File: src/verilog/trs_pkg.sv
package trs_pkg;

  typedef logic [7:0]  byte_t;      // spi and z80 data bus
  typedef logic [15:0] z80_addr_t;
  typedef logic [14:0] mem_addr_t;  // 32k ram window
  typedef logic [2:0]  bp_idx_t;

  // eight slot addresses, slot 0 in the low word
  typedef z80_addr_t [7:0] bp_table_t;

  // host command codes, gaps are commands this core does not carry
  typedef enum logic [7:0] {
    get_cookie          = 8'd0,
    bram_poke           = 8'd1,   // addr_lo, addr_hi, data
    bram_peek           = 8'd2,   // addr_lo, addr_hi
    set_breakpoint      = 8'd6,   // idx, addr_lo, addr_hi
    clear_breakpoint    = 8'd7,   // idx
    enable_breakpoints  = 8'd11,
    disable_breakpoints = 8'd12,
    resume              = 8'd13,
    set_full_addr       = 8'd14,  // flag
    get_version         = 8'd15
  } cmd_t;

  typedef enum logic {
    idle,
    read_bytes
  } dec_state_t;

  localparam byte_t      COOKIE        = 8'haf;
  localparam logic [2:0] VERSION_MAJOR = 3'd0;
  localparam logic [4:0] VERSION_MINOR = 5'd3;

  // longest parameter list (poke, set_breakpoint)
  localparam int MAX_PARAMS = 3;

endpackage

File: src/verilog/trs_ifs.sv


// decoded command, broadcast to the register and bus blocks
interface cmd_if;
  import trs_pkg::*;

  logic  action;     // 1 clk strobe, command complete
  cmd_t  cmd;
  byte_t p0;
  byte_t p1;
  byte_t p2;

  modport source   (output action, cmd, p0, p1, p2);
  modport listener (input action, cmd, p0, p1, p2);
endinterface

File: src/verilog/bus_config.sv
`timescale 1ns/1ps

module bus_config #(
  parameter int NUM_BP = 8
) (
  input  logic               clk,
  input  logic               reset,
  cmd_if.listener            cb,
  output logic               full_addr,
  output logic               bp_enabled,
  output logic [NUM_BP-1:0]  bp_active,
  output trs_pkg::bp_table_t bp_table
);
  import trs_pkg::*;

  bp_idx_t slot;

  assign slot = bp_idx_t'(cb.p0 % NUM_BP);  // index wraps to table size

  // control flags
  always_ff @(posedge clk) begin
    if (reset) begin
      full_addr  <= 1'b0;
      bp_enabled <= 1'b0;
      bp_active  <= '0;
    end else if (cb.action) begin
      case (cb.cmd)
        set_full_addr:       full_addr <= (cb.p0 != 8'd0);
        set_breakpoint:      bp_active[slot] <= 1'b1;
        clear_breakpoint:    bp_active[slot] <= 1'b0;
        enable_breakpoints:  bp_enabled <= 1'b1;
        disable_breakpoints: bp_enabled <= 1'b0;
        default: ;
      endcase
    end
  end

  // slot addresses, only meaningful while active
  always_ff @(posedge clk) begin
    if (cb.action && cb.cmd == set_breakpoint)
      bp_table[slot] <= {cb.p2, cb.p1};  // addr_hi, addr_lo
  end

endmodule

File: src/flat_wrapper.sv
// flat-port wrapper written by rule: the top's interface ports become plain ports
module bus_config_flat import trs_pkg::*;
#(
  parameter int NUM_BP = 8
)
  (clk, reset, full_addr, bp_enabled, bp_active, bp_table, cb_action, cb_cmd, cb_p0, cb_p1, cb_p2);
  cmd_if cb_i ();
  input  logic clk;
  input  logic reset;
  output logic full_addr;
  output logic bp_enabled;
  output logic [NUM_BP-1:0] bp_active;
  output trs_pkg::bp_table_t bp_table;
  input wire logic [$bits(cb_i.action)-1:0] cb_action;
  input wire logic [$bits(cb_i.cmd)-1:0] cb_cmd;
  input wire logic [$bits(cb_i.p0)-1:0] cb_p0;
  input wire logic [$bits(cb_i.p1)-1:0] cb_p1;
  input wire logic [$bits(cb_i.p2)-1:0] cb_p2;
  assign cb_i.action = cb_action;
  assign cb_i.cmd = cb_cmd;
  assign cb_i.p0 = cb_p0;
  assign cb_i.p1 = cb_p1;
  assign cb_i.p2 = cb_p2;
  bus_config #(.NUM_BP(NUM_BP)) u_core (.clk(clk), .reset(reset), .cb(cb_i), .full_addr(full_addr), .bp_enabled(bp_enabled), .bp_active(bp_active), .bp_table(bp_table));
endmodule
File: config.mk
export PLATFORM = sky130hd
export DESIGN_NAME = bus_config_flat
export DESIGN_NICKNAME = d
export VERILOG_FILES = /design/src/verilog/trs_pkg.sv /design/src/verilog/trs_ifs.sv /design/src/verilog/bus_config.sv /design/src/flat_wrapper.sv
export SDC_FILE = /design/constraint.sdc
export NUM_CORES = 1
export LEC_CHECK = 0
export BUFFER_PORTS_ARGS = -buffer_cell sky130_fd_sc_hd__clkbuf_2
export CORE_MARGIN = 2
export CORE_UTILIZATION = 43
export CTS_CLUSTER_DIAMETER = 80
export DETAILED_ROUTE_END_ITERATION = 7
export GPL_TIMING_DRIVEN = 0
export PLACE_DENSITY = 0.75
export SYNTH_ARGS = -nofsm -noshare
export SYNTH_HDL_FRONTEND = slang
export SYNTH_SLANG_ARGS = --single-unit
export TNS_END_PERCENT = 5
File: constraint.sdc
create_clock -name clk -period 1.99 [get_ports clk]
set_input_delay 0.0995 -clock clk [delete_from_list [all_inputs] [get_ports clk]]
set_output_delay 0.0995 -clock clk [all_outputs]
set_load 0.03 [all_outputs]
==> results.cfg <==
[worst_setup_path]
worstReg2RegEnd = u_core.bp_enabled
crit_chain = clkbuf_2 -> or4_1 -> nor3_1 -> nand2_1 -> nor2_2 -> buf_8
crit_fanout = 9
crit_slowest_cell = nor2_2
critPathRequiredTime_ns = 2.22
regToRegSetupSlack_ns = 0.72
cp.arrival_ns = 2.05
crit_path_end = u_core.bp_table[47]
crit_start = cb_cmd[5]
crit_type = in2reg
reg2reg_depth = 3
slowest_delay_ns = 0.58
r2r-start = u_core.bp_enabled
worstSetupStartpointType = input pin
cp-end-kind = register

[routing]
wirelength_um = 10300
wl_per_cell_um = 18.2
vias = 2704
drtIter0Drc = 131
drc = 0
ant_nets = 0
dr.pass1.iters = 4
vias_per_cell = 4.75

[timing]
fin_tns_setup_ns = 0
setup_viol = 0
finalCriticalPeriod_ns = 1.82
slew_headroom_pct = 45.2
fmax_mhz = 549
finalHoldViolCount = 0
fin_skew_ns = 0
finalCritPeriodShare_pct = 91.6
tightest_slew_ns = 0.820
slew_violations = 0
rsz0062_at_grt = no

[power]
leakage_nw = 2.48
p_per_area_nw_per_um2 = 987
peakVddDrop_mv = 0.383
power.total_mw = 6.25

[placed_design]
place_hpwl_um = 6520
io_buffers = 172
gp_congestion = 0.709
dp.cells = 510

[synth]
synth_edf_count = 128
synth_area_um2 = 4400
synth-main-ff-cell = edfxtp_1
synthArstFlopShare_pct = 0
synth_area_leader_cell = edfxtp_1
synth_seq_area_share_pct = 92.0
avgSynthCellArea_um2 = 21.9
yosysMostFrequentCell = edfxtp_1
yosysWarnings = 0
synth_commonest_cells = edfxtp_1 (128), dfxtp_1 (10), nand2_1 (10)
synthCells = 201
synth_nets = 236
synth.distinct_cells = 28
yosys-top-cells-area = edfxtp_1 (87%), dfxtp_1 (4.6%), o21ai_0 (1.0%), nand2_1 (0.85%), o211ai_1 (0.68%)
synth_seq_cells = 138
synth_top_area_share_pct = 87.4

[global_routing]
grt_max_degree = 17
antenna_found_initial = 0
grt-ovfl-total = 0
grt_use_total_pct = 19.5
first_global_vias = 2666
grt_pass1_wl_um = 15400

[clocking]
root_buffer = clkbuf_8
cts.clk_slew.worst_paths_ns = 0.06
cts_tree = done
cts.sinks = 138
htreeDepth = 4
cts_setup_buffers = 0
numCtsBuffers = 17
clockBufferDepth = 2
clk_latency_ns = 0.52

[min_path]
hp-class = in2reg
holdPathStages = 3

[floorplan]
core_um2 = 9860
die_area_um2 = 11100
die_x_um = 105
start_util_pct = 44.6
die_y_um = 105
placementRows = 36
io_pins = 173

[layout]
fill_cells = 686
area_delta_synth_final_pct = 44.0
multi_input_area_um2 = 344
layout.nets = 458
drive_gt1_share_pct = 48.9
antenna_cells = 0
finalNonFillerCells = 569
utilization_pct = 64.2
seqCellArea_um2 = 4040

[run]
cap_violations = 0

[run_status]
outcome = complete, no violations
worst min path at each step:
stage                         start                 to  slack, ns
after detailed placement  cb_cmd[2]  u_core.bp_enabled       0.35
after floorplan               reset           register       0.17
after global placement    cb_cmd[2]  u_core.bp_enabled       0.34
after CTS                 cb_cmd[6]           register       0.01
after global routing       cb_p0[0]           register       0.05
final                      cb_p0[0]           register       0.05
cell type report:
class | count | share of cell area, %
clock inverters | 14 | 2.29
flip-flops and latches | 138 | 63.9
well taps | 133 | 2.63
repair buffers | 203 | 18.8
inverters | 5 | 0.356
clock buffers | 18 | 6.60
multi-input cells | 58 | 5.43
kinds of logic after synthesis:
logic type,count (synthesis),share of synthesized area [%]
buffers and inverters,5,0.427
and+or+nand+nor,37,4.81
AOI/OAI and AO/OA,21,2.79
DFF,138,92.0
per-stage QoR:
stage          cell area (um^2)  hold WS (ns)  setup WS (ns)
2_1_floorplan              4400         0.169         -0.137
3_3_place_gp               5420         0.338         -0.988
6_report                   6330        0.0514          0.167
3_5_place_dp               5490         0.349         -0.375
5_1_grt                    6330        0.0462         0.0446
4_1_cts                    6330        0.0137         0.0375
placed cells by master, fill, tap and decap left out, types with 2 or more instances in the layout:
cell type / netlist / final
clkbuf_16: 0 / 16
clkinvlp_4: 0 / 4
o211ai_1: 4 / 4
edfxtp_1: 128 / 128
or4_1: 2 / 2
a21oi_1: 5 / 5
dfxtp_1: 10 / 10
o21ai_0: 9 / 9
and3b_1: 2 / 2
inv_1: 5 / 4
nand3_1: 4 / 4
clkinv_2: 0 / 3
clkbuf_2: 0 / 172
nand2_1: 10 / 10
dlygate4sd3_1: 0 / 27
nor2_2: 0 / 4
buf_8: 0 / 4
inv_6: 0 / 4
bufinv_16: 0 / 2
power by group:
group / leakage, nW / switching, mW / internal (mW)
sequential: 1.23 / 0.000350 / 3.17
combinational: 0.981 / 0.0746 / 0.0643
clock: 0.270 / 1.16 / 1.78
total: 2.48 / 1.23 / 5.02
registers in the layout, summed over array words and instances, names as in the netlist, named ones only:
| name | count |
|---|---|
| u_core.full_addr | 1 |
| u_core.bp_table | 128 |
| u_core.bp_enabled | 1 |
timing repair:
item | CTS | global route
hold endpoints to repair | 136 | 0
hold buffers | 27 | 0
setup endpoints to repair | 0 | 16
resized for setup | 0 | 1
critical path: cells and delay by family:
kind | cells | cell delay [ns]
buf+inv | 2 | 0.32
simple gates | 4 | 1.62
metal layers:
layer / vias up / GRT usage (%) / share of wire, % / wire (um)
met4: 0 / 8.86 / 2.0 / 206
met3: 17 / 5.68 / 5.9 / 610
li1: 1249 / - / - / -
met5: - / 0 / 0 / 0
met1: 1292 / 23.1 / 41 / 4210
met2: 146 / 33.0 / 51 / 5320
(Power assumes the default switching activity.)
