File: src/verilog/trs_pkg.sv
package trs_pkg;

  typedef logic [7:0]  byte_t;      // spi and z80 data bus
  typedef logic [15:0] z80_addr_t;
  typedef logic [14:0] mem_addr_t;  // 32k ram window
  typedef logic [2:0]  bp_idx_t;

  // eight slot addresses, slot 0 in the low word
  typedef z80_addr_t [7:0] bp_table_t;

  // host command codes, gaps are commands this core does not carry
  typedef enum logic [7:0] {
    get_cookie          = 8'd0,
    bram_poke           = 8'd1,   // addr_lo, addr_hi, data
    bram_peek           = 8'd2,   // addr_lo, addr_hi
    set_breakpoint      = 8'd6,   // idx, addr_lo, addr_hi
    clear_breakpoint    = 8'd7,   // idx
    enable_breakpoints  = 8'd11,
    disable_breakpoints = 8'd12,
    resume              = 8'd13,
    set_full_addr       = 8'd14,  // flag
    get_version         = 8'd15
  } cmd_t;

  typedef enum logic {
    idle,
    read_bytes
  } dec_state_t;

  localparam byte_t      COOKIE        = 8'haf;
  localparam logic [2:0] VERSION_MAJOR = 3'd0;
  localparam logic [4:0] VERSION_MINOR = 5'd3;

  // longest parameter list (poke, set_breakpoint)
  localparam int MAX_PARAMS = 3;

endpackage

File: src/verilog/trs_ifs.sv


// decoded command, broadcast to the register and bus blocks
interface cmd_if;
  import trs_pkg::*;

  logic  action;     // 1 clk strobe, command complete
  cmd_t  cmd;
  byte_t p0;
  byte_t p1;
  byte_t p2;

  modport source   (output action, cmd, p0, p1, p2);
  modport listener (input action, cmd, p0, p1, p2);
endinterface

File: src/verilog/bus_access.sv
`timescale 1ns/1ps

module bus_access #(
  parameter int MEM_ADDR_W = 15,
  parameter int NUM_BP     = 8
) (
  input  logic                  clk,
  input  logic                  reset,
  input  trs_pkg::z80_addr_t    addr,
  input  trs_pkg::byte_t        data_in,
  input  logic                  rd_n,
  input  logic                  wr_n,
  input  logic                  full_addr,
  input  logic                  bp_enabled,
  input  logic [NUM_BP-1:0]     bp_active,
  input  trs_pkg::bp_table_t    bp_table,
  cmd_if.listener               cb,
  input  trs_pkg::byte_t        ram_rdata,
  output logic                  ram_en,
  output logic                  ram_we,
  output logic [MEM_ADDR_W-1:0] ram_addr,
  output trs_pkg::byte_t        ram_wdata,
  output trs_pkg::byte_t        data_out,
  output logic                  data_oe,
  output logic                  bp_hit,
  output trs_pkg::bp_idx_t      bp_idx
);
  import trs_pkg::*;

  localparam int RD = 1;  // strobe vector bit positions
  localparam int WR = 0;

  logic [1:0] strb_s0;
  logic [1:0] strb_s1;
  logic [1:0] strb_q;     // previous synced sample
  logic [1:0] strb_f;     // filtered level
  logic [1:0] strb_fall;
  logic [1:0] agree;
  logic       rom_sel;
  logic       ram_sel;
  logic       mem_sel;
  logic       rd_access;
  logic       wr_access;
  logic       rd_pend;
  logic       resume_q;
  logic       match;
  bp_idx_t    match_idx;

  // rd_n and wr_n share one sync + filter path
  always_ff @(posedge clk) begin
    if (reset) begin
      strb_s0   <= '1;
      strb_s1   <= '1;
      strb_q    <= '1;
      strb_f    <= '1;
      strb_fall <= '0;
    end else begin
      strb_s0   <= {rd_n, wr_n};
      strb_s1   <= strb_s0;
      strb_q    <= strb_s1;
      strb_f    <= (agree & strb_s1) | (~agree & strb_f);  // two equal samples to move
      strb_fall <= agree & ~strb_s1 & strb_f;
    end
  end

  assign agree = ~(strb_s1 ^ strb_q);

  // rom only in full address mode, low 12k
  assign rom_sel = full_addr & ~addr[15] & ~addr[14] & ~(addr[13] & addr[12]);
  assign ram_sel = full_addr ? (addr[15] | addr[14]) : addr[15];
  assign mem_sel = rom_sel | ram_sel;

  assign rd_access = strb_fall[RD] & mem_sel;
  assign wr_access = strb_fall[WR] & ram_sel;  // rom area not writable

  // port a, one access per filtered falling strobe
  assign ram_en    = rd_access | wr_access;
  assign ram_we    = wr_access;
  assign ram_addr  = addr[MEM_ADDR_W-1:0];  // rom aliases onto the same ram
  assign ram_wdata = data_in;

  always_ff @(posedge clk) begin
    if (reset)
      rd_pend <= 1'b0;
    else
      rd_pend <= rd_access;
  end

  always_ff @(posedge clk) begin
    if (rd_pend)
      data_out <= ram_rdata;
  end

  assign data_oe = ~rd_n & mem_sel;

  // lowest matching slot wins
  always_comb begin
    match     = 1'b0;
    match_idx = '0;
    for (int i = 0; i < NUM_BP; i++) begin
      if (!match && bp_active[i] && bp_table[i] == addr) begin
        match     = 1'b1;
        match_idx = bp_idx_t'(i);
      end
    end
  end

  // stop flag, held until resume
  always_ff @(posedge clk) begin
    if (reset) begin
      resume_q <= 1'b0;
      bp_hit   <= 1'b0;
      bp_idx   <= '0;
    end else begin
      resume_q <= cb.action && cb.cmd == resume;
      if (resume_q) begin
        bp_hit <= 1'b0;
        bp_idx <= '0;
      end else if (rd_access && bp_enabled && !bp_hit && match) begin
        bp_hit <= 1'b1;
        bp_idx <= match_idx;
      end
    end
  end

endmodule

File: src/flat_wrapper.sv
// flat-port wrapper written by rule: the top's interface ports become plain ports
module bus_access_flat import trs_pkg::*;
#(
  parameter int MEM_ADDR_W = 15,
  parameter int NUM_BP     = 8
)
  (clk, reset, addr, data_in, rd_n, wr_n, full_addr, bp_enabled, bp_active, bp_table, ram_rdata, ram_en, ram_we, ram_addr, ram_wdata, data_out, data_oe, bp_hit, bp_idx, cb_action, cb_cmd, cb_p0, cb_p1, cb_p2);
  cmd_if cb_i ();
  input  logic clk;
  input  logic reset;
  input  trs_pkg::z80_addr_t addr;
  input  trs_pkg::byte_t data_in;
  input  logic rd_n;
  input  logic wr_n;
  input  logic full_addr;
  input  logic bp_enabled;
  input  logic [NUM_BP-1:0] bp_active;
  input  trs_pkg::bp_table_t bp_table;
  input  trs_pkg::byte_t ram_rdata;
  output logic ram_en;
  output logic ram_we;
  output logic [MEM_ADDR_W-1:0] ram_addr;
  output trs_pkg::byte_t ram_wdata;
  output trs_pkg::byte_t data_out;
  output logic data_oe;
  output logic bp_hit;
  output trs_pkg::bp_idx_t bp_idx;
  input wire logic [$bits(cb_i.action)-1:0] cb_action;
  input wire logic [$bits(cb_i.cmd)-1:0] cb_cmd;
  input wire logic [$bits(cb_i.p0)-1:0] cb_p0;
  input wire logic [$bits(cb_i.p1)-1:0] cb_p1;
  input wire logic [$bits(cb_i.p2)-1:0] cb_p2;
  assign cb_i.action = cb_action;
  assign cb_i.cmd = cb_cmd;
  assign cb_i.p0 = cb_p0;
  assign cb_i.p1 = cb_p1;
  assign cb_i.p2 = cb_p2;
  bus_access #(.MEM_ADDR_W(MEM_ADDR_W), .NUM_BP(NUM_BP)) u_core (.clk(clk), .reset(reset), .addr(addr), .data_in(data_in), .rd_n(rd_n), .wr_n(wr_n), .full_addr(full_addr), .bp_enabled(bp_enabled), .bp_active(bp_active), .bp_table(bp_table), .cb(cb_i), .ram_rdata(ram_rdata), .ram_en(ram_en), .ram_we(ram_we), .ram_addr(ram_addr), .ram_wdata(ram_wdata), .data_out(data_out), .data_oe(data_oe), .bp_hit(bp_hit), .bp_idx(bp_idx));
endmodule
File: config.mk
export PLATFORM = sky130hd
export DESIGN_NAME = bus_access_flat
export DESIGN_NICKNAME = d
export VERILOG_FILES = /design/src/verilog/trs_pkg.sv /design/src/verilog/trs_ifs.sv /design/src/verilog/bus_access.sv /design/src/flat_wrapper.sv
export SDC_FILE = /design/constraint.sdc
export NUM_CORES = 1
export LEC_CHECK = 0
export BUFFER_PORTS_ARGS = -buffer_cell sky130_fd_sc_hd__buf_2
export CAP_MARGIN = 20
export CORE_AREA = 3 3 95 97
export CTS_CLUSTER_SIZE = 40
export DETAILED_ROUTE_END_ITERATION = 10
export DIE_AREA = 0 0 98 100
export PLACE_DENSITY_LB_ADDON = 0.12
export SYNTH_ARGS = -nofsm -noshare
export SYNTH_HDL_FRONTEND = slang
export SYNTH_SLANG_ARGS = --single-unit
File: constraint.sdc
create_clock -name clk -period 2.8 [get_ports clk]
set_clock_uncertainty 0.15 [all_clocks]
set_input_delay 0.28 -clock clk [delete_from_list [all_inputs] [get_ports clk]]
set_output_delay 0.28 -clock clk [all_outputs]
set_load 0.02 [all_outputs]
==> results.py, run 1 <==
metrics = {
    "grt": {
        "grt_first_pass_wirelength_um": 16560,
        "grt_max_degree": 14,
        "grt_overflow": 0,
        "track_usage": 0.2156,
        "antenna_found_initial": 0,
        "grt_pass1_vias": 3176,
    },
    "die": {
        "core_area_mm2": 0.008217,
        "die_x_um": 98,
        "dieArea_mm2": 0.009800,
        "die_y_um": 100,
        "ios": 245,
        "initial_core_util": 0.3542,
        "rows": 33,
    },
    "run_status": {
        "status": "finished, final reports clean",
    },
    "cells_and_area": {
        "syn2layout_area_growth_pct": 35.43,
        "nets": 734,
        "antenna-diode-count": 0,
        "fin_area_mm2": 0.003941,
        "drive_gt1_frac": 0.4523,
        "fillers": 856,
    },
    "synth": {
        "netlist_top_cells_area": "xnor2_1 (23%), xor2_1 (15%), dfxtp_1 (11%)",
        "avgSynthCellArea_um2": 8.636,
        "netlist_area_mm2": 0.002910,
        "synth_warnings": 0,
        "synthTopCellsByCount": "xnor2_1 (76), xor2_1 (50), buf_4 (30), nand4_1 (30), nor4_1 (19)",
        "syn_inst": 337,
        "synth_edf_count": 8,
        "yosysSeqAreaShare": 0.1926,
        "ys_types": 40,
        "yosysMostFrequentCell": "xnor2_1",
        "synth_top_area_frac": 0.2287,
        "synth_nets": 546,
        "synth_top_cell_by_area": "xnor2_1",
        "synth_top_flop_cell": "dfxtp_1",
        "ys_ff_latch": 24,
        "synthArstFlopShare": 0,
    },
    "placed_design": {
        "io_buffers": 204,
        "gp_congestion": 0.8956,
        "dpl_cell_area_mm2": 0.003896,
        "place_hpwl_um": 9679,
    },
    "route": {
        "met2_length_um": 5376,
        "drt_iter0_drc": 81,
        "wirelength_met1_um": 4532,
        "antenna_left": 0,
        "route.vias.total": 3078,
        "wl_per_cell_um": 17.59,
        "drc": 0,
        "firstDrtPassIters": 4,
        "maxUsedRoutingLayer": "met4",
        "wl_um": 11070,
        "wl_met3_um": 1045,
        "vias_per_cell": 4.893,
    },
    "critical_path": {
        "required_ns": 2.80,
        "critPathKind": "input port to flop",
        "start_kind": "input port",
        "worstPathArrival_ns": 2.38,
        "worst_setup_path_end_kind": "flop",
        "cp_max_fo": 6,
        "rrSetupSlack_ns": 1.28,
    },
    "timing": {
        "finalSetupTns_ns": 0,
        "max_freq_mhz": 421.7,
        "tightest_slew_ns": 0.5626,
        "drv_slew": 0,
        "hold_violations": 0,
        "rsz0062_at_grt": "false",
        "finalSetupViolations": 0,
        "period_minus_slack_ns": 2.372,
        "fin_crit_sh": 0.8470,
        "relSlewSlack": 0.6153,
    },
    "clocking": {
        "worst_skew_pair.late_latency_ns": 0.26,
        "clock-sinks": 24,
        "root_buffer": "clkbuf_8",
        "cts_max_level": 1,
        "cts_hold_buf": 0,
        "cts_buffers": 3,
        "clk_path_buf_depth": 2,
        "cts-resized-gates": 0,
        "clk_pin_slew_ns": 0.07,
        "post_cts_buffers": 0,
        "cts_tree": "built",
    },
    "power_and_ir_drop": {
        "leakage_uw": 0.001805,
        "total_power_uw": 1073,
        "vdd.ir_drop.worst_v": 0.0001696,
        "pwr_density_cell_mw_per_mm2": 272.1,
    },
    "flow_run": {
        "cap_violations": 0,
    },
    "hold_path": {
        "hold_class": "input port to flop",
    },
}
-- final timing paths --
| path | start | endpoint | cells after the start |
|---|---|---|---|
| worst min-delay path | cb_cmd[1] | u_core.resume_q | 2 |
| worst min register to register | u_core.strb_s0[1] | u_core.strb_s1[1] | 1 |
| worst max register to register | u_core.strb_fall[1] | u_core.bp_idx[0] | 4 |
| worst max-delay path | addr[6] | u_core.bp_idx[0] | 8 |
-- final cells by class --
class	count	area (um^2)	area share
Sequential cell	24	560.5	0.1422
Multi-Input combinational cell	269	2029	0.5149
Inverter	5	18.77	0.004762
Timing Repair Buffer	222	1156	0.2933
Tap cell	105	131.4	0.03333
Clock buffer	4	45.04	0.01143
-- cell usage in the layout, fill, tap and decap left out, types with 6 or more instances in the layout --
| master | instances |
|---|---|
| nor2_1 | 14 |
| nand4_1 | 30 |
| edfxtp_1 | 8 |
| xor2_1 | 50 |
| buf_2 | 204 |
| nand2_1 | 15 |
| nor3_1 | 6 |
| dfxtp_1 | 16 |
| nor4_1 | 19 |
| nand3_1 | 6 |
| xnor2_1 | 76 |
| buf_4 | 18 |
-- state kept, by name (all words and copies together), names as in the netlist, named ones only --
| name | cells |
|---|---|
| u_core.bp_hit | 1 |
| u_core.bp_idx | 3 |
| u_core.data_out | 8 |
| u_core.rd_pend | 1 |
| u_core.strb_fall | 2 |
| u_core.strb_s0 | 2 |
| u_core.strb_s1 | 2 |
| u_core.strb_q | 2 |
| u_core.resume_q | 1 |
-- layer usage --
metal / vias up / GRT usage
met5: - / 0
met4: 0 / 0.03195
met3: 10 / 0.03127
met2: 151 / 0.3906
met1: 1391 / 0.2774
li1: 1526 / -
-- power by group --
group | internal [uW] | total (uW) | switching (uW) | leakage (uW)
logic | 246 | 507 | 261 | 0.00158
clock network | 101 | 200 | 98.2 | 0.0000228
registers | 364 | 366 | 1.59 | 0.000202
-- critical path, cell delays in order --
cell and delay, ns:
buf_2 0.22, xor2_1 0.20, nor4_1 0.07, and3_1 0.17, and4_1 0.23, or4_4 0.49
o41a_1 0.49, o211a_1 0.22
-- metrics by stage --
step | utilization | setup slack, ns | std cells | hold WS, ns
finish | 0.4797 | 0.4285 | 629 | 0.02393
floorplan | - | 0.3656 | 337 | 0.2024
detailed placement | 0.4742 | 0.1315 | 625 | 0.2519
global route | 0.4797 | 0.3264 | 629 | 0.01133
global placement | 0.4742 | 0.1593 | 625 | 0.2429
CTS | 0.4797 | 0.4141 | 629 | 0.01392
-- cell families after synthesis --
family,synth area share
compound gates,0.04170
xor+xnor,0.3960
fa+ha+maj,0.008597
buf+inv,0.1101
flops,0.1926
simple gates,0.2511
(Power assumes the default switching activity.)
==> inputs of run 2 (changes only) <==
--- a/config.mk
+++ b/config.mk
@@ -5,12 +5,14 @@
 export SDC_FILE = /design/constraint.sdc
 export NUM_CORES = 1
 export LEC_CHECK = 0
+export ABC_AREA = 1
 export BUFFER_PORTS_ARGS = -buffer_cell sky130_fd_sc_hd__buf_2
 export CAP_MARGIN = 20
-export CORE_AREA = 3 3 95 97
+export CORE_ASPECT_RATIO = 0.8
+export CORE_MARGIN = 3
+export CORE_UTILIZATION = 40
 export CTS_CLUSTER_SIZE = 40
 export DETAILED_ROUTE_END_ITERATION = 10
-export DIE_AREA = 0 0 98 100
 export PLACE_DENSITY_LB_ADDON = 0.12
 export SYNTH_ARGS = -nofsm -noshare
 export SYNTH_HDL_FRONTEND = slang
==> constraint.sdc (replaced) <==
create_clock -name clk -period 2.3 [get_ports clk]
set_clock_uncertainty 0.15 [all_clocks]
set_input_delay 0.23 -clock clk [delete_from_list [all_inputs] [get_ports clk]]
set_output_delay 0.23 -clock clk [all_outputs]
set_load 0.02 [all_outputs]
==> results.py, run 2 <==
metrics = {
    "run_status": {
        "status": "finished, final reports clean",
    },
    "timing": {
        "fin_crit_sh": 0.8611,
        "finalSetupTns_ns": 0,
        "rsz0062_at_grt": "false",
        "setup_slack_ns": 0.3195,
        "finalSetupViolations": 0,
        "drv_slew": 0,
        "relSlewSlack": 0.5666,
        "period_minus_slack_ns": 1.981,
        "tightest_slew_ns": 0.6442,
        "hold_violations": 0,
        "max_freq_mhz": 504.9,
    },
    "die": {
        "initial_core_util": 0.4228,
        "core_area_mm2": 0.007602,
        "die_y_um": 86.18,
        "dieArea_mm2": 0.009154,
        "die_x_um": 106.2,
        "rows": 28,
        "ios": 245,
    },
    "synth": {
        "yosysMostFrequentCell": "nand2_1",
        "synth_top_area_frac": 0.2347,
        "synth_top_flop_cell": "dfxtp_1",
        "avgSynthCellArea_um2": 5.679,
        "netlist_area_mm2": 0.003214,
        "synth_top_cell_by_area": "nand2_1",
        "synth_nets": 775,
        "synthTopCellsByCount": "nand2_1 (201), nor2_1 (81), inv_1 (66), buf_4 (27), xor2_1 (17)",
        "ys_ff_latch": 24,
        "yosysSeqAreaShare": 0.1744,
        "ys_types": 39,
        "netlist_top_cells_area": "nand2_1 (23%), dfxtp_1 (10%), nor2_1 (9.5%)",
        "synth_warnings": 0,
        "syn_inst": 566,
        "synth_edf_count": 8,
        "synthArstFlopShare": 0,
    },
    "placed_design": {
        "io_buffers": 204,
        "dpl_cell_area_mm2": 0.004128,
        "post-place-cells": 845,
        "pre_cts_ws_ns": 0.08723,
        "gp_congestion": 0.8485,
        "place_hpwl_um": 10050,
    },
    "critical_path": {
        "timing.rr.start": "u_core.strb_fall[1]",
        "reg2reg_depth": 7,
        "timing.rr.end": "u_core.bp_idx[0]",
        "worst_setup_path_end_kind": "flop",
        "required_ns": 2.32,
        "rrSetupSlack_ns": 1.03,
        "critPathKind": "input port to flop",
        "worstPathArrival_ns": 2.00,
        "cp_max_fo": 10,
        "start_kind": "input port",
    },
    "grt": {
        "antenna_found_initial": 0,
        "grt_overflow": 0,
        "track_usage": 0.2477,
        "grt_max_degree": 15,
        "grt_first_pass_wirelength_um": 17860,
        "grt_pass1_vias": 3675,
    },
    "clocking": {
        "clk_path_buf_depth": 2,
        "cts-resized-gates": 0,
        "cts_max_level": 1,
        "worst_skew_pair.late_latency_ns": 0.26,
        "cts_buffers": 3,
        "clock-sinks": 24,
        "post_cts_buffers": 0,
        "cts_tree": "built",
        "clk_pin_slew_ns": 0.08,
        "root_buffer": "clkbuf_8",
    },
    "cells_and_area": {
        "instances_no_fill": 859,
        "layout_commonest_cell": "buf_2",
        "reg.largest.list": "u_core.data_out (8), u_core.bp_idx (3)",
        "final_cell_mix": "buf_2 (204), nand2_1 (201), nor2_1 (81)",
        "drive_gt1_frac": 0.3422,
        "largest_register": "u_core.data_out",
        "antenna-diode-count": 0,
        "largest_register_ffs": 8,
        "nets": 964,
        "syn2layout_area_growth_pct": 32.93,
        "fin_area_mm2": 0.004273,
    },
    "power_and_ir_drop": {
        "leakage_uw": 0.002494,
        "pwr_density_cell_mw_per_mm2": 301.9,
        "vdd.ir_drop.worst_v": 0.0002826,
    },
    "route": {
        "wl_per_cell_um": 14.03,
        "route.vias.total": 4053,
        "drc": 0,
        "vias_per_cell": 4.718,
        "firstDrtPassIters": 5,
        "wl_um": 12050,
        "antenna_left": 0,
        "drt_iter0_drc": 291,
    },
    "hold_path": {
        "holdPathEnd": "u_core.strb_s0[1]",
        "holdPathStages": 2,
        "hold_class": "input port to flop",
        "hp-start": "rd_n",
    },
    "flow_run": {
        "cap_violations": 0,
    },
}
[run 2: how the worst max path moves through the flow]
stage,start,end,slack [ns],cells past startpoint
after floorplan,addr[15],u_core.bp_hit,0.63,14
after global placement,addr[11],u_core.bp_idx[0],0.15,12
after detailed placement,addr[11],u_core.bp_idx[0],0.09,12
after CTS,addr[11],u_core.bp_idx[0],0.37,12
after global routing,addr[11],u_core.bp_idx[0],0.23,12
final,addr[11],u_core.bp_idx[0],0.32,12
[run 2: what timing repair did]
action | in CTS | in global routing
endpoints found under the setup margin | 0 | 0
hold buffers | 9 | 1
hold endpoints to repair | 9 | 1
[run 2: routing by layer]
metal | up-vias | track usage | wire length [um]
li1 | 2108 | - | -
met1 | 1736 | 0.3289 | 5181
met2 | 200 | 0.4324 | 5570
met3 | 9 | 0.05212 | 1205
met4 | 0 | 0.02235 | 95
met5 | - | 0 | 0
[run 2: cells by family (layout without fill, tap and decap cells)]
family,Yosys count,count (layout),synth area share
buf+inv,117,305,0.1845
compound gates,57,57,0.1039
fa+ha+maj,2,2,0.007784
xor+xnor,25,25,0.06812
simple gates,341,341,0.4613
flops,24,24,0.1744
[run 2: power breakdown]
group          switching, uW  total, uW  internal (uW)
combinational            338        598            261
sequential              1.97        445            443
clock                    127        246            119
total                    467       1290            823
[run 2: layout make-up]
type                       count  area [um^2]
multi-input combinational    425         2061
clock inverter                 1        3.754
sequential                    24        560.5
tap                          105        131.4
fill                         822         3329
clock buffer                   3        41.29
timing repair buffer         220         1166
inverter                      81        309.0
[run 2: per-stage QoR]
step	power, uW	utilization	hold slack [ns]
global route	1379	0.5620	0.02091
finish	1290	0.5620	0.02700
detailed placement	1036	0.5430	0.2455
floorplan	807.7	-	0.1568
CTS	1292	0.5607	0.002892
global placement	1025	0.5430	0.2451
[run 2: worst max-delay path, stage by stage]
cell and delay (ns):
buf_2 0.15, inv_2 0.16, nor2_1 0.06, nor4_1 0.59, buf_4 0.22, nand3_2 0.11
nand4_4 0.15, nor2_4 0.05, nor2_4 0.11, nand2_1 0.06, nand2_1 0.07, nor2_2 0.03
