`src/verilog/trs_pkg.sv`:
```
package trs_pkg;

  typedef logic [7:0]  byte_t;      // spi and z80 data bus
  typedef logic [15:0] z80_addr_t;
  typedef logic [14:0] mem_addr_t;  // 32k ram window
  typedef logic [2:0]  bp_idx_t;

  // eight slot addresses, slot 0 in the low word
  typedef z80_addr_t [7:0] bp_table_t;

  // host command codes, gaps are commands this core does not carry
  typedef enum logic [7:0] {
    get_cookie          = 8'd0,
    bram_poke           = 8'd1,   // addr_lo, addr_hi, data
    bram_peek           = 8'd2,   // addr_lo, addr_hi
    set_breakpoint      = 8'd6,   // idx, addr_lo, addr_hi
    clear_breakpoint    = 8'd7,   // idx
    enable_breakpoints  = 8'd11,
    disable_breakpoints = 8'd12,
    resume              = 8'd13,
    set_full_addr       = 8'd14,  // flag
    get_version         = 8'd15
  } cmd_t;

  typedef enum logic {
    idle,
    read_bytes
  } dec_state_t;

  localparam byte_t      COOKIE        = 8'haf;
  localparam logic [2:0] VERSION_MAJOR = 3'd0;
  localparam logic [4:0] VERSION_MINOR = 5'd3;

  // longest parameter list (poke, set_breakpoint)
  localparam int MAX_PARAMS = 3;

endpackage

```
`src/verilog/trs_ifs.sv`:
```
`timescale 1ns/1ps

// byte level link between the spi shifter and the command decoder
interface spi_byte_if;
  import trs_pkg::*;

  byte_t rx_byte;    // valid with rx_valid
  logic  rx_valid;   // 1 clk, eighth bit sampled
  logic  msg_start;  // 1 clk, cs_n fell
  byte_t tx_byte;
  logic  tx_load;    // 1 clk, latch tx_byte for the next transfer

  modport target  (output rx_byte, rx_valid, msg_start, input tx_byte, tx_load);
  modport decoder (input rx_byte, rx_valid, msg_start, output tx_byte, tx_load);
endinterface

// decoded command, broadcast to the register and bus blocks
interface cmd_if;
  import trs_pkg::*;

  logic  action;     // 1 clk strobe, command complete
  cmd_t  cmd;
  byte_t p0;
  byte_t p1;
  byte_t p2;

  modport source   (output action, cmd, p0, p1, p2);
  modport listener (input action, cmd, p0, p1, p2);
endinterface

```
`src/verilog/cmd_decoder.sv`:
```
`timescale 1ns/1ps

module cmd_decoder #(
  parameter int MEM_ADDR_W = 15
) (
  input  logic                  clk,
  input  logic                  reset,
  spi_byte_if.decoder           sb,
  cmd_if.source                 cb,
  output logic                  ram_en,
  output logic                  ram_we,
  output logic [MEM_ADDR_W-1:0] ram_addr,
  output trs_pkg::byte_t        ram_wdata,
  input  trs_pkg::byte_t        ram_rdata
);
  import trs_pkg::*;

  dec_state_t state;
  cmd_t       cmd_r;
  cmd_t       rx_cmd;
  byte_t      params [MAX_PARAMS];
  logic [1:0] param_idx;
  logic [1:0] params_left;
  logic [1:0] n_params;      // parameter bytes for rx_cmd
  logic       known;
  logic       action;
  logic       resp_pending;  // next transfer carries our response
  logic       peek_rd;       // port b read data valid
  z80_addr_t  host_addr;

  assign rx_cmd = cmd_t'(sb.rx_byte);

  always_comb begin
    known    = 1'b1;
    n_params = 2'd0;
    case (rx_cmd)
      bram_poke, set_breakpoint:       n_params = 2'd3;
      bram_peek:                       n_params = 2'd2;
      clear_breakpoint, set_full_addr: n_params = 2'd1;
      get_cookie, get_version, enable_breakpoints, disable_breakpoints, resume:
        n_params = 2'd0;
      default: known = 1'b0;          // unknown code, dropped
    endcase
  end

  always_ff @(posedge clk) begin
    if (reset) begin
      state        <= idle;
      cmd_r        <= get_cookie;
      param_idx    <= '0;
      params_left  <= '0;
      action       <= 1'b0;
      resp_pending <= 1'b0;
    end else begin
      action <= 1'b0;
      if (sb.msg_start) begin
        state        <= idle;         // new message, drop any partial one
        resp_pending <= 1'b0;
      end else if (sb.rx_valid && resp_pending) begin
        resp_pending <= 1'b0;         // mosi of the response byte ignored
      end else if (sb.rx_valid) begin
        case (state)
          idle: begin
            param_idx <= '0;
            if (known) begin
              cmd_r <= rx_cmd;
              if (n_params == 2'd0) begin
                action       <= 1'b1;
                resp_pending <= (rx_cmd == get_cookie) || (rx_cmd == get_version);
              end else begin
                params_left <= n_params;
                state       <= read_bytes;
              end
            end
          end
          read_bytes: begin
            param_idx <= param_idx + 2'd1;
            if (params_left == 2'd1) begin
              action       <= 1'b1;   // last parameter in
              resp_pending <= (cmd_r == bram_peek);
              state        <= idle;
            end else begin
              params_left <= params_left - 2'd1;
            end
          end
          default: state <= idle;
        endcase
      end
    end
  end

  // parameter capture
  always_ff @(posedge clk) begin
    if (sb.rx_valid && !resp_pending && state == read_bytes)
      params[param_idx] <= sb.rx_byte;
  end

  assign cb.action = action;
  assign cb.cmd    = cmd_r;
  assign cb.p0     = params[0];
  assign cb.p1     = params[1];
  assign cb.p2     = params[2];

  // ram port b, one clk after action
  always_ff @(posedge clk) begin
    if (reset) begin
      ram_en  <= 1'b0;
      ram_we  <= 1'b0;
      peek_rd <= 1'b0;
    end else begin
      ram_en  <= action && (cmd_r == bram_poke || cmd_r == bram_peek);
      ram_we  <= action && (cmd_r == bram_poke);
      peek_rd <= ram_en && !ram_we;  // registered read lands now
    end
  end

  assign host_addr = {params[1], params[0]};
  assign ram_addr  = host_addr[MEM_ADDR_W-1:0];
  assign ram_wdata = params[2];

  // response byte selection
  always_ff @(posedge clk) begin
    if (reset) begin
      sb.tx_load <= 1'b0;
    end else begin
      sb.tx_load <= 1'b0;
      if (action && cmd_r == get_cookie) begin
        sb.tx_byte <= COOKIE;
        sb.tx_load <= 1'b1;
      end else if (action && cmd_r == get_version) begin
        sb.tx_byte <= {VERSION_MAJOR, VERSION_MINOR};
        sb.tx_load <= 1'b1;
      end else if (peek_rd) begin
        sb.tx_byte <= ram_rdata;      // 3 clk after action
        sb.tx_load <= 1'b1;
      end
    end
  end

endmodule

```
`src/flat_wrapper.sv`:
```
// flat-port wrapper written by rule: the top's interface ports become plain ports
module cmd_decoder_flat import trs_pkg::*;
#(
  parameter int MEM_ADDR_W = 15
)
  (clk, reset, ram_en, ram_we, ram_addr, ram_wdata, ram_rdata, sb_rx_byte, sb_rx_valid, sb_msg_start, sb_tx_byte, sb_tx_load, cb_action, cb_cmd, cb_p0, cb_p1, cb_p2);
  spi_byte_if sb_i ();
  cmd_if cb_i ();
  input  logic clk;
  input  logic reset;
  output logic ram_en;
  output logic ram_we;
  output logic [MEM_ADDR_W-1:0] ram_addr;
  output trs_pkg::byte_t ram_wdata;
  input  trs_pkg::byte_t ram_rdata;
  input wire logic [$bits(sb_i.rx_byte)-1:0] sb_rx_byte;
  input wire logic [$bits(sb_i.rx_valid)-1:0] sb_rx_valid;
  input wire logic [$bits(sb_i.msg_start)-1:0] sb_msg_start;
  output wire logic [$bits(sb_i.tx_byte)-1:0] sb_tx_byte;
  output wire logic [$bits(sb_i.tx_load)-1:0] sb_tx_load;
  output wire logic [$bits(cb_i.action)-1:0] cb_action;
  output wire logic [$bits(cb_i.cmd)-1:0] cb_cmd;
  output wire logic [$bits(cb_i.p0)-1:0] cb_p0;
  output wire logic [$bits(cb_i.p1)-1:0] cb_p1;
  output wire logic [$bits(cb_i.p2)-1:0] cb_p2;
  assign sb_i.rx_byte = sb_rx_byte;
  assign sb_i.rx_valid = sb_rx_valid;
  assign sb_i.msg_start = sb_msg_start;
  assign sb_tx_byte = sb_i.tx_byte;
  assign sb_tx_load = sb_i.tx_load;
  assign cb_action = cb_i.action;
  assign cb_cmd = cb_i.cmd;
  assign cb_p0 = cb_i.p0;
  assign cb_p1 = cb_i.p1;
  assign cb_p2 = cb_i.p2;
  cmd_decoder #(.MEM_ADDR_W(MEM_ADDR_W)) u_core (.clk(clk), .reset(reset), .sb(sb_i), .cb(cb_i), .ram_en(ram_en), .ram_we(ram_we), .ram_addr(ram_addr), .ram_wdata(ram_wdata), .ram_rdata(ram_rdata));
endmodule
```
`config.mk`:
```
export PLATFORM = sky130hd
export DESIGN_NAME = cmd_decoder_flat
export DESIGN_NICKNAME = d
export VERILOG_FILES = /design/src/verilog/trs_pkg.sv /design/src/verilog/trs_ifs.sv /design/src/verilog/cmd_decoder.sv /design/src/flat_wrapper.sv
export SDC_FILE = /design/constraint.sdc
export NUM_CORES = 1
export LEC_CHECK = 0
export ABC_AREA = 1
export BUFFER_PORTS_ARGS = -buffer_cell sky130_fd_sc_hd__buf_4
export CAP_MARGIN = 0
export CORE_AREA = 2 2 70 72
export CTS_CLUSTER_DIAMETER = 30
export DETAILED_ROUTE_END_ITERATION = 12
export DIE_AREA = 0 0 72 74
export PLACE_DENSITY = 0.8
export SLEW_MARGIN = 20
export SYNTH_ARGS = -nofsm -noshare
export SYNTH_HDL_FRONTEND = slang
export SYNTH_SLANG_ARGS = --single-unit
```
`constraint.sdc`:
```
create_clock -name clk -period 2.7 [get_ports clk]
set_input_delay 0.54 -clock clk [delete_from_list [all_inputs] [get_ports clk]]
set_output_delay 0.54 -clock clk [all_outputs]
set_load 0.02 [all_outputs]
```
==> qor.yml, run 1 <==
status:
  status: "finished clean"
clock_network:
  numCtsBuffers: 5
  clk_latency_ns: 0.29
  clkSinkCount: 51
  cts_tree: "yes"
  cts_max_path_buffers: 2
  h-tree-depth: 2
  ctsRootBufferMaster: "clkbuf_8"
  post-cts-setup-buffers: 0
  cts.clk_slew.worst_paths_ns: 0.08
  cts_resized: 0
  ctsHoldBuffers: 0
worst_hold_path:
  hold_path.class: "register to register"
timing:
  hold-worst-slack_ns: 0.4099
  clock_skew_ns: 0.003057
  finalSetupTns_ns: 0
  grt_setup_unrepaired: "no"
  finalMaxSlewViolations: 0
  worst_slew_pin_slew_ns: 0.7292
  finalCritPeriodShare: 0.6487
  fin_crit_ns: 1.752
  hold_viol_final: 0
  fmax_mhz: 570.9
  relSlewSlack: 0.5121
  final-setup-viol-count: 0
pwr:
  swShare: 0.1962
  peakVddDrop_mv: 0.2827
  seq_power_share: 0.588
  p_leak_nw: 1.381
  intPower_mw: 1.131
  clkPwrFrac: 0.356
  power_density_mw_per_mm2: 472.6
  switchingPower_uw: 276.0
  p_total_mw: 1.407
  comb_power_share: 0.055
route:
  vias_per_cell: 4.708
  drt_pass1_iterations: 4
  ant_nets: 0
  wl_per_cell_um: 12.12
  vias: 1709
  drc_errors: 0
  dr.first_iter.drc_count: 113
  routed_wl_mm: 4.400
logic_synthesis:
  synth_edf_count: 32
  synth_most_common_cell: "nand2_1"
  yosysWarnings: 0
  synth_area_leaders: "edfxtp_1 41%, dfxtp_1 16%, buf_4 7.4%"
  ys_seq_elements: 51
  synthesis.nets: 264
  ys_async_sr_fraction: 0
  synth_seq_area_share: 0.5720
  synthTopCellsByCount: "45 x nand2_1, 32 x edfxtp_1, 32 x nor2_1, 28 x inv_1, 23 x buf_4"
  ys_types: 31
  synth_top_area_cell: "edfxtp_1"
  synth_area_per_cell_um2: 9.770
  synth_top_area_frac: 0.4098
  syn-cell-area_mm2: 0.002345
  synthFlopType: "edfxtp_1"
  syn_inst: 240
grt:
  grt-ovfl-total: 0
  met3_usage: 0.04065
  busiest_layer: "met2"
  grt_usage: 0.1705
  grtUsageMet2: 0.3035
  grt_max_degree: 16
  grt_pass1_wl_mm: 6.941
  grt_pass1_vias: 1558
  grt_use_met1: 0.1975
  antenna_found_initial: 0
floorplanning:
  die_h_um: 74
  fp.dieArea_mm2: 0.005328
  start_util: 0.5099
  core_mm2: 0.004598
  num_io_pins: 87
  die_w_um: 72
  rows: 25
place:
  hpwl_mm: 3.460
  place_congestion: 0.8327
  numPortBuffers: 86
final_layout:
  diodes: 0
  fin_util: 0.6473
  syn2layout_area_growth_pct: 26.95
  fin_nets: 332
  drive_gt1_frac: 0.3851
worst_setup_path:
  critPathKind: "register to register"
  critPathMaxFanout: 8
  worst_setup_path_start_kind: "register"
  worstSetupEndpointType: "register"
  crit_arrival_ns: 1.73
  worstPathRequired_ns: 2.67
job:
  maxCapViolCount: 0
## worst max-delay path: stages (launching register included)
cell	delay, ns
dfxtp_1	0.34
or2_1	0.26
nor3_1	0.18
nand3_2	0.15
nand2_1	0.18
o21ai_2	0.07
inv_1	0.25
## layout make-up
| cell class | count | area [um^2] |
|---|---|---|
| fillers | 381 | 1622 |
| flip-flops and latches | 51 | 1341 |
| multi-input cells | 132 | 681.9 |
| repair buffers | 86 | 645.6 |
| inverters | 32 | 132.6 |
| clock buffers | 5 | 68.82 |
| well taps | 54 | 67.56 |
| clock inverters | 3 | 38.79 |
## metal layers
metal | up-vias | wire, um
met3 | 7 | 242
met2 | 56 | 2325
met4 | 0 | 52
met5 | - | 0
li1 | 880 | -
met1 | 766 | 1779
## sequential cells by signal (all words and copies together), names as in the netlist
| name | cells |
|---|---|
| u_core.cb.cmd | 8 |
| u_core.ram_we | 1 |
| u_core.ram_en | 1 |
| u_core.sb.tx_byte | 8 |
| u_core.sb.tx_load | 1 |
| u_core.cb.action | 1 |
| u_core.params_left | 2 |
| u_core.peek_rd | 1 |
| u_core.param_idx | 2 |
| u_core.resp_pending | 1 |
| u_core.state | 1 |
| u_core.params | 24 |
## cell usage in the layout, fill, tap and decap left out
master,synthesis,layout
a21oi_1,5,5
a21oi_2,1,1
a22o_1,1,1
buf_4,23,86
bufinv_16,0,1
clkbuf_8,0,5
clkinv_1,0,1
clkinv_2,0,1
clkinv_8,1,1
dfxtp_1,19,19
edfxtp_1,32,32
ha_1,4,4
inv_1,28,28
inv_2,3,3
nand2_1,45,45
nand2_2,6,6
nand2_4,1,1
nand3_1,7,7
nand3_2,1,1
nand3b_1,1,1
nand4_1,4,4
nor2_1,32,32
nor2_2,2,2
nor2_4,2,2
nor3_1,3,3
nor3_2,4,4
o211ai_2,1,1
o21ai_0,5,5
o21ai_1,1,1
o21ai_2,1,1
o21bai_1,1,1
or2_1,1,1
or2_2,3,3
## per-stage QoR
step           setup slack (ns)  area, um^2  std cells
6_report                 0.9484        2977        363
5_1_grt                  0.7418        2977        363
2_1_floorplan             1.040        2345        240
4_1_cts                  0.9333        2977        363
3_5_place_dp             0.8345        2869        355
3_3_place_gp             0.9009        2869        355
## power groups by stage
| stage | registers, mW | clock network [mW] | logic (mW) |
|---|---|---|---|
| 2_1_floorplan | 0.847 | 0 | 0.0394 |
| 3_3_place_gp | 0.846 | 0 | 0.0761 |
| 3_5_place_dp | 0.846 | 0 | 0.0773 |
| 4_1_cts | 0.828 | 0.514 | 0.0781 |
| 5_1_grt | 0.828 | 0.548 | 0.0869 |
| 6_report | 0.828 | 0.501 | 0.0777 |
## final timing paths
kind	from	end	slack [ns]	cells after the start
setup reg to reg	u_core.cb.cmd[2]	u_core.sb.tx_byte[7]	0.95	6
hold reg to reg	u_core.ram_we	u_core.peek_rd	0.41	1
setup / recovery	u_core.cb.cmd[2]	u_core.sb.tx_byte[7]	0.95	6
hold / removal	u_core.ram_we	u_core.peek_rd	0.41	1
## cells by family (layout without fill, tap and decap cells)
| kind of cell | after synthesis | after routing | synth area share |
|---|---|---|---|
| AOI/OAI and AO/OA | 16 | 16 | 0.04322 |
| and+or+nand+nor | 112 | 112 | 0.2263 |
| adders and majority gates | 4 | 4 | 0.02135 |
| buffers and inverters | 57 | 126 | 0.1371 |
| DFF | 51 | 51 | 0.5720 |
No activity file was read; power rests on OpenSTA's default activity.
==> run 2, diff against run 1 <==
Settings changed: ABC_AREA 1 to 0, CORE_AREA 2 2 70 72 to 2 2 76 78, DIE_AREA 0 0 72 74 to 0 0 78 80, PLACE_DENSITY 0.8 to 0.71.
Clock period 2.7 ns to 1.6 ns, I/O delays scaled along.
==> run 2 against run 1 <==
  * Clock power rose by 72%
  * Sequential power rose by 68%
  * Hold slack got worse by 0.19 ns
  * Clock-buffer cell count rose by 2
  * Power rose by 72%
  * Clock skew rose by 0.0072 ns
  * Core utilization fell by 6.3 points
  * Die area rose by 17%
  * Combinational power rose by 110%
  * First-iteration DRC count fell by 32%
  * Sequential share of layout area fell by 2.2 points
  * Register-to-register slack got worse by 0.92 ns
  * Critical path type unchanged
  * Highest routed layer unchanged
==> qor.yml, run 2 <==
status:
  status: "finished clean"
floorplanning:
  die_h_um: 80  # +8.1%
  num_io_pins: 87  # unchanged
  rows: 27  # +8.0%
  fp.dieArea_mm2: 0.006240  # +17%
  core_mm2: 0.005405  # +18%
  start_util: 0.4278  # -0.08215
  die_w_um: 78  # +8.3%
logic_synthesis:
  ys_seq_elements: 51  # unchanged
  synthesis.nets: 214  # -19%
  synth_most_common_cell: "edfxtp_1"
  synth_area_per_cell_um2: 12.17  # +25%
  synth_edf_count: 32  # unchanged
  synth_seq_area_share: 0.5801  # +0.008048
  synth_top_area_frac: 0.4156  # +0.005766
  synthFlopType: "edfxtp_1"
  syn-cell-area_mm2: 0.002312  # -1.4%
  synth_top_area_cell: "edfxtp_1"
  syn_inst: 190  # -21%
  synth_area_leaders: "edfxtp_1 42%, dfxtp_1 16%, buf_4 8.1%"
  ys_types: 46  # +48%
  ys_async_sr_fraction: 0  # unchanged
  synthTopCellsByCount: "32 x edfxtp_1, 25 x buf_4, 19 x dfxtp_1, 17 x nor2_1, 11 x nand2_1"
  yosysWarnings: 0  # unchanged
timing:
  relSlewSlack: 0.8005  # +0.2885
  finalSetupTns_ns: 0  # unchanged
  fin_crit_ns: 1.570  # -0.1817 ns
  finalCritPeriodShare: 0.9812  # +0.3324
  fmax_mhz: 637.0  # +12%
  final-setup-viol-count: 0  # unchanged
  worst_slew_pin_slew_ns: 0.2967  # -0.4325 ns
  finalMaxSlewViolations: 0  # unchanged
  grt_setup_unrepaired: "yes"
  clock_skew_ns: 0.01031  # +0.007249 ns
  hold_viol_final: 0  # unchanged
final_layout:
  syn2layout_area_growth_pct: 36.58
  largest_reg_flops: 24  # unchanged
  n_fill_cell: 474  # +24%
  drive_gt1_frac: 0.5109  # +0.1258
  seq_area_mm2: 0.001353  # +0.84%
  fin_nets: 299  # -9.9%
  postLayoutCellArea_mm2: 0.003158  # +6.1%
  mostFrequentLayoutCells: "109 x buf_4, 32 x edfxtp_1, 17 x nor2_1, 12 x dfxtp_1, 10 x nand2_1"
  regMostFlops: "u_core.params"
  diodes: 0  # unchanged
  multi_input_area_um2: 772.0  # +13%
  fin_util: 0.5843  # -0.06309
  layout_commonest_cell: "buf_4"
job:
  maxCapViolCount: 0  # unchanged
route:
  vias: 1650  # -3.5%
  routed_wl_mm: 4.823  # +9.6%
  dr.first_iter.drc_count: 77  # -32%
  wl_per_cell_um: 13.86  # +14%
  drc_errors: 0  # unchanged
  vias_per_cell: 4.741  # +0.71%
  drt_pass1_iterations: 4  # unchanged
  ant_nets: 0  # unchanged
worst_setup_path:
  critPathKind: "register to register"
  worstPathCellList: "nor4_4, nand2_2, or2_4, a21oi_4"
  crit_path_max_incr_delay_ns: 0.35  # about the same
  worst_setup_path_start_kind: "register"
  worstSetupEndpointType: "register"
  r2r_cells: 4  # -2
  crit_arrival_ns: 1.55  # -0.18 ns
  worstPathRequired_ns: 1.58  # -1.09 ns
  critPathMaxFanout: 8  # unchanged
  cp_slowest_cell: "dfxtp_2"
pwr:
  power_density_mw_per_mm2: 766.1  # +62%
  peakVddDrop_mv: 0.4046  # +43%
  p_leak_nw: 1.302  # -5.8%
clock_network:
  clkSinkCount: 51  # unchanged
  clk_latency_ns: 0.30  # about the same
  numCtsBuffers: 5  # unchanged
  cts.clk_slew.worst_paths_ns: 0.09  # about the same
  cts_tree: "yes"
  h-tree-depth: 2  # unchanged
  ctsRootBufferMaster: "clkbuf_8"
  cts_max_path_buffers: 2  # unchanged
grt:
  grt-ovfl-total: 0  # unchanged
  grt_max_degree: 16  # unchanged
  grt_pass1_wl_mm: 7.714  # +11%
  grt_pass1_vias: 1592  # +2.2%
  grt_usage: 0.1570  # -0.01352
  antenna_found_initial: 0  # unchanged
place:
  hpwl_mm: 3.716  # +7.4%
  place_congestion: 0.7421  # -11%
  numPortBuffers: 86  # unchanged
  place_area_mm2: 0.003034  # +5.8%
worst_hold_path:
  hold_path.class: "primary input to register"
  hold_depth: 2  # +1
==> run 2: cell types whose count changed after synthesis, sizes merged, moves of 7 or more <==
cell   before  now
and2        0    7
nand2      52   11
nand3       8    1
inv        31    5
nor2       36   18
==> run 2: report_power, final <==
part           internal [mW]  switching (mW)
registers               1.39         0.00181
clock network          0.468           0.394
logic                 0.0813          0.0814
==> run 2: kinds of logic after synthesis <==
family	after synthesis	synth area share
buffers and inverters	36	0.1034
adder cells (fa/ha/maj)	4	0.02165
AO/OA/AOI/OAI	22	0.07630
XOR/XNOR	2	0.007577
flip-flops	51	0.5801
AND/OR/NAND/NOR	71	0.1937
multiplexers	4	0.01732
==> run 2: area by class of cell <==
| type | count | area share |
|---|---|---|
| sequential | 51 | 0.4283 |
| tap | 72 | 0.02853 |
| clock buffer | 7 | 0.02417 |
| clock inverter | 1 | 0.009509 |
| timing repair buffer | 109 | 0.2591 |
| multi-input combinational | 103 | 0.2445 |
| inverter | 5 | 0.005943 |
==> run 2: timing repair <==
item,4_1_cts,5_1_grt
setup buffers,0,1
gates resized for setup,0,3
setup endpoints to repair,0,13
hold buffers,0,0
==> run 2: worst paths after layout <==
| path | startpoint | end | slack, ns |
|---|---|---|---|
| max | u_core.cb.cmd[7] | u_core.sb.tx_byte[7] | 0.03 |
| min | sb_msg_start | u_core.state | 0.22 |
| max reg2reg | u_core.cb.cmd[7] | u_core.sb.tx_byte[7] | 0.03 |
| min reg2reg | u_core.ram_we | u_core.peek_rd | 0.42 |
==> run 2: critical path, delay by kind of cell, from the launching register on <==
kind / cells / cell delay, ns
flops: 1 / 0.35
compound gates: 1 / 0.27
simple gates: 3 / 0.64
==> run 2: stage by stage <==
| stage | hold slack (ns) | cells | setup WS [ns] | power (mW) |
|---|---|---|---|---|
| final | 0.2198 | 348 | 0.03013 | 2.419 |
| after global placement | 0.4092 | 339 | -0.06580 | 1.583 |
| after global routing | 0.2110 | 348 | -0.01410 | 2.506 |
| after detailed placement | 0.4098 | 339 | -0.1235 | 1.586 |
| after floorplan | 0.3980 | 190 | 0.003071 | 1.506 |
| after CTS | 0.2142 | 347 | 0.009938 | 2.435 |
==> run 2: routing by layer <==
layer	up-vias	GRT usage	wire length (um)
li1	817	-	-
met1	783	0.1829	1979
met2	45	0.2879	2546
met3	5	0.03507	233
met4	0	0.04737	63
met5	-	0	0
